**src/u2_defs.svh**
```systemverilog
// Shared constants for the control bus core
// Bus widths, decode slots, register offsets and reset values
`ifndef U2_DEFS_SVH
`define U2_DEFS_SVH

////////////////////////////////////////////////////////////
// Bus geometry
`define U2_DW            32
`define U2_AW            16
`define U2_IDX_W         8
`define U2_IRQ_W         16
`define U2_LED_W         8

// Slave select taken from address bits 15 to 10
`define U2_DECODE_W      6
`define U2_SLOT_STATUS   6'b110011
`define U2_SLOT_SETTINGS 6'b110101
`define U2_SLOT_PIC      6'b110110

////////////////////////////////////////////////////////////
// Setting register addresses
`define U2_SR_CLK        8'd0
`define U2_SR_SERDES     8'd1
`define U2_SR_ADC        8'd2
`define U2_SR_LED_SW     8'd3
`define U2_SR_PHY        8'd4
`define U2_SR_LED_SRC    8'd8

// LEDs 4 to 1 under hardware control out of reset
`define U2_LED_SRC_RESET 8'h1E

// Bump when the register map changes
`define U2_COMPAT_NUM    32'd1

// Read-back word indices
`define U2_RB_COMPAT     8'd0
`define U2_RB_STRAP      8'd1
`define U2_RB_IRQ        8'd2
`define U2_RB_CYCLES     8'd3

// Interrupt controller offsets
`define U2_PIC_ENABLE    8'd0
`define U2_PIC_PENDING   8'd1

`endif

```
**src/u2_pkg.sv**
```systemverilog
// Types for the control bus core
// Bus bundles, slave request, board lines and FSM enums
`include "u2_defs.svh"

package u2_pkg;

   ////////////////////////////////////////////////////////////
   // Wishbone bundles
   typedef struct packed {
      logic              cyc;
      logic              stb;
      logic              we;
      logic [`U2_AW-1:0] adr;
      logic [`U2_DW-1:0] dat;
   } wb_m2s_t;

   typedef struct packed {
      logic [`U2_DW-1:0] dat;
      logic              ack;
      logic              err;
   } wb_s2m_t;

   // One-cycle request from decoder to a slave
   typedef struct packed {
      logic                stb;
      logic                we;
      logic [`U2_IDX_W-1:0] idx;
      logic [`U2_DW-1:0]   dat;
   } slv_req_t;

   ////////////////////////////////////////////////////////////
   // Board lines
   typedef struct packed {
      logic       clock_ready;
      logic [1:0] clk_en;
      logic [1:0] clk_sel;
      logic       ser_enable;
      logic       ser_prbsen;
      logic       ser_loopen;
      logic       ser_rx_en;
      logic       adc_oe_a;
      logic       adc_on_a;
      logic       adc_oe_b;
      logic       adc_on_b;
      logic       phy_reset_n;
   } ctrl_out_t;

   typedef struct packed {
      logic       run_tx;
      logic       run_rx;
      logic       clk_status;
      logic       serdes_link_up;
      logic       sim_mode;
      logic [3:0] clock_divider;
   } hw_status_t;

   typedef logic [`U2_IRQ_W-1:0] irq_vec_t;

   // Decoder FSM and decode result
   typedef enum logic {st_idle, st_ack} bus_state_e;

   typedef enum logic [1:0] {sel_status, sel_settings, sel_pic, sel_none} slave_sel_e;

endpackage

```
**src/pic.sv**
```systemverilog
// Interrupt controller
// Edge-latched pending bits, enable mask and one combined output
`timescale 1ns/1ps
`include "u2_defs.svh"

module pic (
   input  logic              wb_clk,
   input  logic              wb_rst,
   input  u2_pkg::slv_req_t  req_i,
   output logic [`U2_DW-1:0] rd_dat_o,
   input  u2_pkg::irq_vec_t  irq_i,
   output logic              int_o
);

   u2_pkg::irq_vec_t irq_q;
   u2_pkg::irq_vec_t edge_q;
   u2_pkg::irq_vec_t pend_q;
   u2_pkg::irq_vec_t mask_q;
   u2_pkg::irq_vec_t clr;
   logic             wr_stb;

   assign wr_stb = req_i.stb && req_i.we;

   ////////////////////////////////////////////////////////////
   // Edge detect
   // Previous sample and registered rising edges
   always_ff @(posedge wb_clk) begin
      if (wb_rst) begin
         irq_q  <= '0;
         edge_q <= '0;
      end else begin
         irq_q  <= irq_i;
         edge_q <= irq_i & ~irq_q;
      end
   end

   // Write one to clear
   assign clr = (wr_stb && (req_i.idx == `U2_PIC_PENDING)) ? req_i.dat[`U2_IRQ_W-1:0] : '0;

   ////////////////////////////////////////////////////////////
   // Pending and mask registers
   always_ff @(posedge wb_clk) begin
      if (wb_rst) begin
         pend_q <= '0;
         mask_q <= '0;
      end else begin
         // New edge wins over a clear in the same cycle
         pend_q <= (pend_q & ~clr) | edge_q;
         if (wr_stb && (req_i.idx == `U2_PIC_ENABLE)) begin
            mask_q <= req_i.dat[`U2_IRQ_W-1:0];
         end
      end
   end

   assign int_o = |(pend_q & mask_q);

   // Register read-back
   always_comb begin
      case (req_i.idx)
         `U2_PIC_ENABLE:  rd_dat_o = {{(`U2_DW-`U2_IRQ_W){1'b0}}, mask_q};
         `U2_PIC_PENDING: rd_dat_o = {{(`U2_DW-`U2_IRQ_W){1'b0}}, pend_q};
         default:         rd_dat_o = '0;
      endcase
   end

   // No interrupt out while every line is masked
   a_mask_zero_quiet : assert property (@(posedge wb_clk) disable iff (wb_rst)
      (mask_q == '0) |-> !int_o)
      else $error("pic interrupt raised with a zero enable mask");

endmodule

```
**src/settings_regs.sv**
```systemverilog
// Settings bus registers for the board control lines
// Clock gen, SERDES, ADC, PHY reset and the LED source mux
`timescale 1ns/1ps
`include "u2_defs.svh"

module settings_regs (
   input  logic                 wb_clk,
   input  logic                 wb_rst,
   input  u2_pkg::slv_req_t     req_i,
   output logic [`U2_DW-1:0]    rd_dat_o,
   input  u2_pkg::hw_status_t   hw_i,
   output u2_pkg::ctrl_out_t    ctrl_o,
   output logic [`U2_LED_W-1:0] leds_o
);

   logic                wr_stb;
   logic [4:0]          clk_q;
   logic [3:0]          ser_q;
   logic [3:0]          adc_q;
   logic                phy_q;
   logic [`U2_LED_W-1:0] led_sw_q;
   logic [`U2_LED_W-1:0] led_src_q;
   logic [`U2_LED_W-1:0] led_hw;

   // Only writes reach the setting registers
   assign wr_stb = req_i.stb && req_i.we;

   ////////////////////////////////////////////////////////////
   // Setting registers
   always_ff @(posedge wb_clk) begin
      if (wb_rst) begin
         clk_q     <= '0;
         ser_q     <= '0;
         adc_q     <= '0;
         phy_q     <= 1'b0;
         led_sw_q  <= '0;
         led_src_q <= `U2_LED_SRC_RESET;
      end else if (wr_stb) begin
         case (req_i.idx)
            `U2_SR_CLK:     clk_q     <= req_i.dat[4:0];
            `U2_SR_SERDES:  ser_q     <= req_i.dat[3:0];
            `U2_SR_ADC:     adc_q     <= req_i.dat[3:0];
            `U2_SR_LED_SW:  led_sw_q  <= req_i.dat[`U2_LED_W-1:0];
            `U2_SR_PHY:     phy_q     <= req_i.dat[0];
            `U2_SR_LED_SRC: led_src_q <= req_i.dat[`U2_LED_W-1:0];
            // Unused addresses fall through
            default: ;
         endcase
      end
   end

   // Write-only bus
   assign rd_dat_o = '0;

   ////////////////////////////////////////////////////////////
   // Board control lines
   assign ctrl_o.clock_ready = clk_q[4];
   assign ctrl_o.clk_en      = clk_q[3:2];
   assign ctrl_o.clk_sel     = clk_q[1:0];
   assign ctrl_o.ser_enable  = ser_q[3];
   assign ctrl_o.ser_prbsen  = ser_q[2];
   assign ctrl_o.ser_loopen  = ser_q[1];
   assign ctrl_o.ser_rx_en   = ser_q[0];
   assign ctrl_o.adc_oe_a    = adc_q[3];
   assign ctrl_o.adc_on_a    = adc_q[2];
   assign ctrl_o.adc_oe_b    = adc_q[1];
   assign ctrl_o.adc_on_b    = adc_q[0];
   // PHY held in reset while the bit is set
   assign ctrl_o.phy_reset_n = ~phy_q;

   // Hardware LED sources on bits 4 to 1
   assign led_hw = {3'b000, hw_i.run_tx, hw_i.run_rx, hw_i.clk_status,
                    hw_i.serdes_link_up, 1'b0};

   // led_src bit set selects hardware
   assign leds_o = (led_src_q & led_hw) | (~led_src_q & led_sw_q);

   // Decoder returns to idle after every strobe
   a_no_back_to_back_rd : assert property (@(posedge wb_clk) disable iff (wb_rst)
      (req_i.stb && !req_i.we) |=> !(req_i.stb && !req_i.we))
      else $error("settings_regs read strobe on two consecutive cycles");

endmodule

```
**src/status_readback.sv**
```systemverilog
// Read-back status block
// Compat number, strap word, raw irq lines and cycle counter
`timescale 1ns/1ps
`include "u2_defs.svh"

module status_readback (
   input  logic               wb_clk,
   input  logic               wb_rst,
   input  u2_pkg::slv_req_t   req_i,
   output logic [`U2_DW-1:0]  rd_dat_o,
   input  u2_pkg::hw_status_t hw_i,
   input  u2_pkg::irq_vec_t   irq_i
);

   logic [`U2_DW-1:0] cycles_q;
   logic [`U2_DW-1:0] strap;

   ////////////////////////////////////////////////////////////
   // Free-running cycle counter
   always_ff @(posedge wb_clk) begin
      if (wb_rst) begin
         cycles_q <= '0;
      end else begin
         cycles_q <= cycles_q + 1'b1;
      end
   end

   // Sim flag on top and divider straps at the bottom
   assign strap = {hw_i.sim_mode, 27'd0, hw_i.clock_divider};

   ////////////////////////////////////////////////////////////
   // Word mux by index
   // Write strobes have nothing to land on here
   always_comb begin
      case (req_i.idx)
         `U2_RB_COMPAT: rd_dat_o = `U2_COMPAT_NUM;
         `U2_RB_STRAP:  rd_dat_o = strap;
         `U2_RB_IRQ:    rd_dat_o = {{(`U2_DW-`U2_IRQ_W){1'b0}}, irq_i};
         `U2_RB_CYCLES: rd_dat_o = cycles_q;
         default:       rd_dat_o = '0;
      endcase
   end

endmodule

```
**src/u2_ctrl_top.sv**
```systemverilog
// Control bus top level
// Wishbone decoder feeding settings, status and interrupt slaves
`timescale 1ns/1ps
`include "u2_defs.svh"

module u2_ctrl_top (
   input  logic                 wb_clk,
   input  logic                 wb_rst,
   input  u2_pkg::wb_m2s_t      wb_i,
   output u2_pkg::wb_s2m_t      wb_o,
   input  u2_pkg::hw_status_t   hw_i,
   input  u2_pkg::irq_vec_t     irq_i,
   output u2_pkg::ctrl_out_t    ctrl_o,
   output logic [`U2_LED_W-1:0] leds_o,
   output logic                 int_o
);

   u2_pkg::slv_req_t  status_req;
   u2_pkg::slv_req_t  settings_req;
   u2_pkg::slv_req_t  pic_req;
   logic [`U2_DW-1:0] status_dat;
   logic [`U2_DW-1:0] settings_dat;
   logic [`U2_DW-1:0] pic_dat;

   ////////////////////////////////////////////////////////////
   // Bus port and decode
   wb_decoder u_wb_decoder (
      .wb_clk         (wb_clk),
      .wb_rst         (wb_rst),
      .wb_i           (wb_i),
      .wb_o           (wb_o),
      .status_req_o   (status_req),
      .settings_req_o (settings_req),
      .pic_req_o      (pic_req),
      .status_dat_i   (status_dat),
      .settings_dat_i (settings_dat),
      .pic_dat_i      (pic_dat)
   );

   ////////////////////////////////////////////////////////////
   // Slaves
   settings_regs u_settings_regs (
      .wb_clk   (wb_clk),
      .wb_rst   (wb_rst),
      .req_i    (settings_req),
      .rd_dat_o (settings_dat),
      .hw_i     (hw_i),
      .ctrl_o   (ctrl_o),
      .leds_o   (leds_o)
   );

   status_readback u_status_readback (
      .wb_clk   (wb_clk),
      .wb_rst   (wb_rst),
      .req_i    (status_req),
      .rd_dat_o (status_dat),
      .hw_i     (hw_i),
      .irq_i    (irq_i)
   );

   pic u_pic (
      .wb_clk   (wb_clk),
      .wb_rst   (wb_rst),
      .req_i    (pic_req),
      .rd_dat_o (pic_dat),
      .irq_i    (irq_i),
      .int_o    (int_o)
   );

endmodule

```
**src/wb_decoder.sv**
```systemverilog
// Wishbone slave port with address decode
// Acknowledge FSM and registered read data steering
`timescale 1ns/1ps
`include "u2_defs.svh"

module wb_decoder (
   input  logic              wb_clk,
   input  logic              wb_rst,
   input  u2_pkg::wb_m2s_t   wb_i,
   output u2_pkg::wb_s2m_t   wb_o,
   output u2_pkg::slv_req_t  status_req_o,
   output u2_pkg::slv_req_t  settings_req_o,
   output u2_pkg::slv_req_t  pic_req_o,
   input  logic [`U2_DW-1:0] status_dat_i,
   input  logic [`U2_DW-1:0] settings_dat_i,
   input  logic [`U2_DW-1:0] pic_dat_i
);

   u2_pkg::bus_state_e state_q;
   u2_pkg::slave_sel_e sel;
   logic               fire;
   logic               ack_q;
   logic               err_q;
   logic [`U2_DW-1:0]  rd_mux;
   logic [`U2_DW-1:0]  dat_q;

   ////////////////////////////////////////////////////////////
   // Address decode on the top six bits
   always_comb begin
      case (wb_i.adr[`U2_AW-1 -: `U2_DECODE_W])
         `U2_SLOT_STATUS:   sel = u2_pkg::sel_status;
         `U2_SLOT_SETTINGS: sel = u2_pkg::sel_settings;
         `U2_SLOT_PIC:      sel = u2_pkg::sel_pic;
         default:           sel = u2_pkg::sel_none;
      endcase
   end

   // Request accepted only from idle
   assign fire = (state_q == u2_pkg::st_idle) && wb_i.cyc && wb_i.stb;

   // Shared fields to every slave
   always_comb begin
      status_req_o.we  = wb_i.we;
      status_req_o.idx = wb_i.adr[`U2_IDX_W+1:2];
      status_req_o.dat = wb_i.dat;
      status_req_o.stb = fire && (sel == u2_pkg::sel_status);
      settings_req_o     = status_req_o;
      settings_req_o.stb = fire && (sel == u2_pkg::sel_settings);
      pic_req_o          = status_req_o;
      pic_req_o.stb      = fire && (sel == u2_pkg::sel_pic);
   end

   // Read data from the addressed slave
   always_comb begin
      case (sel)
         u2_pkg::sel_status:   rd_mux = status_dat_i;
         u2_pkg::sel_settings: rd_mux = settings_dat_i;
         u2_pkg::sel_pic:      rd_mux = pic_dat_i;
         default:              rd_mux = '0;
      endcase
   end

   ////////////////////////////////////////////////////////////
   // Acknowledge FSM
   always_ff @(posedge wb_clk) begin
      if (wb_rst) begin
         state_q <= u2_pkg::st_idle;
         ack_q   <= 1'b0;
         err_q   <= 1'b0;
      end else begin
         case (state_q)
            u2_pkg::st_idle: begin
               // Unmapped slot answers with err
               ack_q <= fire && (sel != u2_pkg::sel_none);
               err_q <= fire && (sel == u2_pkg::sel_none);
               if (fire) begin
                  state_q <= u2_pkg::st_ack;
               end
            end
            default: begin
               state_q <= u2_pkg::st_idle;
               ack_q   <= 1'b0;
               err_q   <= 1'b0;
            end
         endcase
      end
   end

   // Read word captured with the strobe
   always_ff @(posedge wb_clk) begin
      if (fire) begin
         dat_q <= rd_mux;
      end
   end

   assign wb_o.dat = dat_q;
   assign wb_o.ack = ack_q;
   assign wb_o.err = err_q;

   // Exactly one response kind per request
   a_ack_err_excl : assert property (@(posedge wb_clk) disable iff (wb_rst)
      !(wb_o.ack && wb_o.err))
      else $error("wb_decoder ack and err high together");

   // Single-cycle acknowledge
   a_ack_single : assert property (@(posedge wb_clk) disable iff (wb_rst)
      wb_o.ack |=> !wb_o.ack)
      else $error("wb_decoder ack held for two cycles");

endmodule
```
**config.mk**
```make
export PLATFORM = sky130hd
export DESIGN_NAME = u2_ctrl_top
export DESIGN_NICKNAME = d
export VERILOG_FILES = /design/src/u2_pkg.sv /design/src/pic.sv /design/src/settings_regs.sv /design/src/status_readback.sv /design/src/u2_ctrl_top.sv /design/src/wb_decoder.sv
export VERILOG_INCLUDE_DIRS = /design/src
export SDC_FILE = /design/constraint.sdc
export NUM_CORES = 1
export LEC_CHECK = 0
export BUFFER_PORTS_ARGS = -buffer_cell sky130_fd_sc_hd__buf_2
export CAP_MARGIN = 0
export CORE_MARGIN = 3
export CORE_UTILIZATION = 25
export DETAILED_ROUTE_END_ITERATION = 12
export SLEW_MARGIN = 5
export SYNTH_ARGS = -nofsm -noshare
export SYNTH_HDL_FRONTEND = slang
export SYNTH_SLANG_ARGS = --single-unit
```
**constraint.sdc**
```tcl
create_clock -name wb_clk -period 2.95 [get_ports wb_clk]
set_clock_uncertainty 0.15 [all_clocks]
set_input_delay 0.295 -clock wb_clk [delete_from_list [all_inputs] [get_ports wb_clk]]
set_output_delay 0.295 -clock wb_clk [all_outputs]
set_load 0.02 [all_outputs]
```
---- Yosys cells after proc, flatten, opt, wreduce, memory -nomap -nowiden ----
Cells that the tools add are included.
storage, ports and cells
  output and inout port bits .............. 57
  register bits ........................... 161
cells by class
  reductions and logical operators ........ 20
  multiplexer cells ....................... 6
  equal/unequal tests ..................... 12
  add/sub/neg operators ................... 1
  bitwise operators ....................... 12
operators with widths
  operator                                                               number
  32-bit case mux with 4 select lines                                    1
  32-bit case mux with 2 select lines                                    1
  16-bit AND                                                             3
  32-bit by 1-bit adder with 32-bit output, second input constant        1
  16-bit NOT                                                             2
  16-bit case mux with 2 select lines                                    1
  6-bit equality test, second input constant                             3
  8-bit by 2-bit equality test with 1-bit output, second input constant  2
  16-bit two-way mux                                                     1
  16-bit bitwise OR                                                      1
  16-bit OR reduction                                                    1
  2-bit AND reduction                                                    6
  1-bit logical AND                                                      10
  8-bit by 5-bit AND with 8-bit output                                   1
  8-bit AND                                                              1
  8-bit by 1-bit equality test with 1-bit output, second input constant  1
  8-bit by 3-bit equality test with 1-bit output, second input constant  1
  8-bit by 4-bit equality test with 1-bit output, second input constant  1
  8-bit logical NOT                                                      1
  8-bit NOT                                                              1
  8-bit bitwise OR                                                       1
  2-bit case mux with 3 select lines                                     1
  2-bit equality test, second input constant                             2
  2-bit by 1-bit equality test with 1-bit output, second input constant  1
  other kinds (5)                                                        6

---- Logic depth before layout (Yosys ltp) ----
  depth after elaboration ................. 10
  mapped depth ............................ 7
  mapped depth without buffers ............ 5

---- By module ----
Synthesis repeated with hierarchy kept, for this count alone.
second synthesis, totals
  cell total of the unflattened synthesis .. 900
  area total of the unflattened synthesis .. 8,772.2 um^2
by module, submodules not included
  module           area an instance (um^2)  instances  cells each
  wb_decoder       2,696.3                  1          257
  pic              2,657.5                  1          258
  status_readback  1,779.2                  1          221
  settings_regs    1,639.1                  1          164

---- Least setup slack after synthesis ----
Ideal clock, no wire load.
  path type ............................... register -> register
  start point ............................. reg u_wb_decoder.state_q
  end point ............................... reg u_pic.mask_q[13]
  stages on the path, launching flop included .. 8
  data arrival time ....................... 2.205 ns
  required time ........................... 2.730 ns
  slack ................................... 0.525 ns
  library setup time ...................... 0.070 ns
  clock period less this slack ............ 2.425 ns
  buffers on the path ..................... 2
  path through ............................ dfxtp_1 > nand3b_1 > inv_1 > and4_1 > clkbuf_1 > clkbuf_1 > nand3_1 > a21oi_1
between the ends
  longest elaborated chain between the ends .. 6
ends and longest elaborated chain
  what                            line              text
  start: declaration              wb_decoder.sv:19  u2_pkg::bus_state_e state_q;
  start signal: assignment        wb_decoder.sv:67  state_q <= u2_pkg::st_idle;
  start signal: assignment        wb_decoder.sv:77  state_q <= u2_pkg::st_ack;
  start signal: assignment        wb_decoder.sv:81  state_q <= u2_pkg::st_idle;
  1-bit NOT                       n/a
  1-bit logical AND (2 in a row)  wb_decoder.sv:39  assign fire = (state_q == u2_pkg::st_idle) && wb_i.cyc && wb_i.stb;
  net u_wb_decoder.fire           wb_decoder.sv:21  logic fire;
  1-bit logical AND               wb_decoder.sv:50  pic_req_o.stb = fire && (sel == u2_pkg::sel_pic);
  1-bit logical AND               pic.sv:22         assign wr_stb = req_i.stb && req_i.we;
  1-bit logical AND               pic.sv:49         if (wr_stb && (req_i.idx == `U2_PIC_ENABLE)) begin
  end signal: assignment          pic.sv:50         mask_q <= req_i.dat[`U2_IRQ_W-1:0];
  end: declaration                pic.sv:18         u2_pkg::irq_vec_t mask_q;
The timed path passes the listed nets, and every way through them passes these cells.
A chain may end at the register's enable or synchronous reset.

---- Final worst setup path ----
  start point ............................. reg u_status_readback.cycles_q[8]
  end point ............................... reg u_status_readback.cycles_q[31]
between the ends
  longest elaborated chain between the ends .. 1
ends and longest elaborated chain
  what                                      line                   text
  start: declaration                        status_readback.sv:15  logic [`U2_DW-1:0] cycles_q;
  start signal: assignment                  status_readback.sv:24  cycles_q <= cycles_q + 1'b1;
  32-bit by 1-bit adder with 32-bit output  status_readback.sv:24
Every way passes these cells.

==> impl_metrics.prom <==
# TYPE chip_impl_metric gauge
chip_impl_metric{name="worst_case_headroom_to_the_max_slew_limit",unit="%"} 53.0
chip_impl_info{name="clock-root-buffer",value="clkbuf_16"} 1
chip_impl_info{name="rsz0062_at_grt",value="false"} 1
chip_impl_metric{name="global_route.usage.total",unit="%"} 12.9
chip_impl_metric{name="synth_nets",unit=""} 761
chip_impl_metric{name="tritoncts_num_sinks",unit=""} 161
chip_impl_metric{name="worst_pin_slew",unit="ns"} 0.706
chip_impl_metric{name="timing.final.crit_share",unit="%"} 80.9
chip_impl_info{name="yosys.area.top_type",value="dfxtp_1"} 1
chip_impl_metric{name="worst-path-stages",unit=""} 4
chip_impl_metric{name="synth_edf_count",unit=""} 32
chip_impl_metric{name="yosys_warnings",unit=""} 0
chip_impl_metric{name="ant_nets",unit=""} 0
chip_impl_metric{name="synth-seq-cells",unit=""} 161
chip_impl_metric{name="share_of_cell_area_taken_by_muxes_after_synthesis",unit="%"} 8.81
chip_impl_metric{name="worst-path-max-fanout",unit=""} 12
chip_impl_metric{name="yosys.area_share.xor_xnor",unit="%"} 1.54
chip_impl_metric{name="drt_pre_antenna_iters",unit=""} 5
chip_impl_metric{name="fmaxAchievable",unit="GHz"} 0.419
chip_impl_metric{name="design.core.area",unit="sq um"} 26400
chip_impl_metric{name="maxSlewViolCount",unit=""} 0
chip_impl_metric{name="first_global_vias",unit=""} 5196
chip_impl_metric{name="setup-tns-final",unit="ns"} 0
chip_impl_metric{name="dr.first_iter.drc_count",unit=""} 442
chip_impl_metric{name="cts_buffers",unit=""} 17
chip_impl_info{name="critPathSlowestCell",value="or3_1"} 1
chip_impl_metric{name="grt_pass1_wl",unit="um"} 29200
chip_impl_metric{name="number_of_input_and_output_port_buffers_inserted",unit=""} 116
chip_impl_info{name="crit_path_cell_trace",value="nand4_1 -> or3_1 -> nor4_1 -> mux2_2"} 1
chip_impl_metric{name="globalplace.congestion",unit=""} 0.778
chip_impl_metric{name="die_area",unit="sq um"} 29200
chip_impl_metric{name="clk-insertion-delay-late",unit="ns"} 0.42
chip_impl_metric{name="timing.hold.ws",unit="ns"} 0.0142
chip_impl_metric{name="die_x",unit="um"} 171
chip_impl_metric{name="synth_compound_gate_area_share",unit="%"} 11.3
chip_impl_metric{name="cts.path.max_buffers",unit=""} 2
chip_impl_info{name="cts_tree",value="built"} 1
chip_impl_metric{name="floorplan.io_pins",unit=""} 135
chip_impl_metric{name="syn2layout_area_growth",unit="%"} 25.4
chip_impl_metric{name="remaining_drcs",unit=""} 0
chip_impl_metric{name="totalWireLength",unit="um"} 19100
chip_impl_metric{name="synth_async_sr_flop_share",unit="%"} 0
chip_impl_metric{name="h-tree-depth",unit=""} 4
chip_impl_metric{name="row_count",unit=""} 59
chip_impl_metric{name="synthSimpleGateAreaFrac",unit="%"} 22.8
chip_impl_metric{name="critical_path_required",unit="ns"} 3.11
chip_impl_metric{name="timing_hold_violations_final",unit=""} 0
chip_impl_metric{name="vias_per_cell",unit=""} 4.82
chip_impl_info{name="crit_path_end_kind",value="register"} 1
chip_impl_metric{name="worst-r2r-cell-count",unit=""} 4
chip_impl_metric{name="critical_path_buf_inv_count",unit=""} 0
chip_impl_metric{name="critPathArrivalTime",unit="ns"} 2.55
chip_impl_metric{name="final.fill_count",unit=""} 2718
chip_impl_metric{name="ys_seq_area_share",unit="%"} 52.1
chip_impl_metric{name="power_density",unit="nW/um^2"} 565
chip_impl_info{name="synth_flop_cell",value="dfxtp_1"} 1
chip_impl_info{name="synth_most_common_cell",value="dfxtp_1"} 1
chip_impl_metric{name="die_height",unit="um"} 171
chip_impl_metric{name="synthCells",unit=""} 682
chip_impl_metric{name="netlist_area",unit="sq um"} 6800
chip_impl_metric{name="placed_cells_incl_taps",unit=""} 1106
chip_impl_metric{name="share_of_the_synthesized_area_in_the_top_cell_type",unit="%"} 38.0
chip_impl_metric{name="via_count",unit=""} 5574
chip_impl_info{name="highest-signal-layer",value="met5"} 1
chip_impl_info{name="cpLargestDelayFamily",value="simple AND/OR/NAND/NOR gates"} 1
chip_impl_metric{name="maxCapViolCount",unit=""} 0
chip_impl_metric{name="grt_antenna_before_repair",unit=""} 2
chip_impl_metric{name="finish.cell_count_without_fillers",unit=""} 1157
chip_impl_info{name="post_synth_most_frequent_cells",value="129 x dfxtp_1, 52 x mux2i_1, 47 x a21oi_1"} 1
chip_impl_metric{name="power.ir.vdd_worst",unit="uV"} 298
chip_impl_metric{name="detailroute.wirelength.met3",unit="um"} 1150
chip_impl_info{name="hold_path_class",value="input pin to register"} 1
chip_impl_metric{name="worst_setup_hold_path_clk_slew",unit="ns"} 0.06
chip_impl_metric{name="met1_length",unit="um"} 9280
chip_impl_metric{name="holdPathStages",unit=""} 2
chip_impl_metric{name="nets",unit=""} 888
chip_impl_info{name="synth_top_family_by_area",value="simple AND/OR/NAND/NOR gates"} 1
chip_impl_metric{name="maximum_number_of_pins_on_one_net_before_global_route_repair",unit=""} 47
chip_impl_metric{name="leakagePower",unit="nW"} 3.19
chip_impl_metric{name="synth_fa_ha_area_share",unit="%"} 0.184
chip_impl_info{name="synth.area.top_cells",value="dfxtp_1 38%, edfxtp_1 14%, mux2i_1 7.6%, nor2b_1 4.0%, a21oi_1 3.5%"} 1
chip_impl_metric{name="multi_input_area",unit="sq um"} 3040
chip_impl_metric{name="grt-ovfl-total",unit=""} 0
chip_impl_metric{name="antenna-diode-count",unit=""} 0
chip_impl_metric{name="postSynthAreaPerCell",unit="sq um"} 9.98
chip_impl_info{name="criticalPathCategory",value="register to register"} 1
chip_impl_metric{name="place_hpwl",unit="um"} 13500
chip_impl_metric{name="setup_viol",unit=""} 0
chip_impl_metric{name="route.met2.wl",unit="um"} 8410
chip_impl_metric{name="timing.final.crit_period",unit="ns"} 2.39
chip_impl_metric{name="footprint_of_the_flip_flops_and_latches",unit="sq um"} 3540
chip_impl_metric{name="synth.distinct_cells",unit=""} 45
chip_impl_metric{name="start_util",unit="%"} 25.7
chip_impl_metric{name="layout_cell_share_with_drive_strength_beyond_1",unit="%"} 21.5
chip_impl_metric{name="wire_per_inst",unit="um"} 16.5
chip_impl_info{name="status",value="complete, no violations"} 1
chip_impl_info{name="timing.critical_path.from_type",value="register"} 1
chip_impl_metric{name="slowest_stage_delay_cp",unit="ns"} 0.63
-- placed cells by master, fill, tap and decap left out, types with 14 or more instances in the layout --
master         instances
nand3_1               33
nor3_1                14
clkbuf_16             18
dfxtp_1              129
nor2_1                45
nand2b_1              24
mux2i_1               52
edfxtp_1              32
nor2b_1               43
o22ai_1               17
buf_2                115
dlygate4sd3_1         19
nor3b_1               19
a21oi_1               47
o21ai_0               35
a211oi_1              16
-- metal layers --
metal	up-vias	track usage (%)
li1	2719	-
met1	2674	18.3
met2	158	19.4
met3	19	3.14
met4	4	4.13
met5	-	0
-- worst reg2reg max path: cells and delay by family, from the launching register on --
family | cells | cell delay, ns
AND/OR/NAND/NOR | 3 | 1.32
multiplexers | 1 | 0.37
flip-flops | 1 | 0.44
-- cell families (layout without fill, tap and decap cells) --
kind of cell	count (synthesis)	count (layout)
fa+ha+maj	1	1
mux	59	59
flops	161	161
compound gates	131	131
simple gates	265	265
xor+xnor	12	12
buf+inv	53	193
-- flip-flops by register name (all words and copies together) (netlist names) --
register                    flops
u_settings_regs.led_sw_q        8
u_settings_regs.clk_q           5
u_pic.edge_q                   16
u_status_readback.cycles_q     32
u_pic.pend_q                   16
u_wb_decoder.ack_q              1
u_pic.irq_q                    16
u_settings_regs.led_src_q       8
u_settings_regs.ser_q           4
u_wb_decoder.err_q              1
u_pic.mask_q                   16
u_wb_decoder.state_q            1
u_wb_decoder.dat_q             32
u_settings_regs.phy_q           1
u_settings_regs.adc_q           4
-- cell type report --
cell class / instances / share of cell area [%]
clock buffers: 20 / 5.48
clock inverters: 12 / 1.39
inverters: 13 / 0.572
multi-input cells: 468 / 35.6
flip-flops and latches: 161 / 41.5
well taps: 335 / 4.91
repair buffers: 148 / 10.5
-- per-stage QoR --
stage                     instance area [sq um]  utilization, %  worst slack (ns)  power [mW]
after floorplan                            6800               -             0.525        2.53
after global placement                     7760            29.3             0.595        2.65
after detailed placement                   7760            29.3             0.555        2.66
after CTS                                  8530            32.3             0.538        4.87
after global routing                       8530            32.3             0.421        4.99
final                                      8530            32.3             0.563        4.82
-- power breakdown --
part | switching (mW) | internal [mW] | total, mW
logic | 0.170 | 0.130 | 0.300
clock network | 0.941 | 1.25 | 2.19
registers | 0.0327 | 2.30 | 2.33
-- final timing paths --
path / start / endpoint / slack, ns
max reg2reg: u_status_readback.cycles_q[8] / u_status_readback.cycles_q[31] / 0.56
max: u_status_readback.cycles_q[8] / u_status_readback.cycles_q[31] / 0.56
min reg2reg: u_pic.irq_q[0] / u_pic.edge_q[0] / 0.23
min: irq_i[13] / u_pic.irq_q[13] / 0.01
-- repair_timing --
action                    in CTS  in global routing
resized for setup              0                  0
hold endpoints to repair      19                  0
setup buffers                  0                  0
hold buffers                  19                  0
No activity file was read; power rests on OpenSTA's default activity.
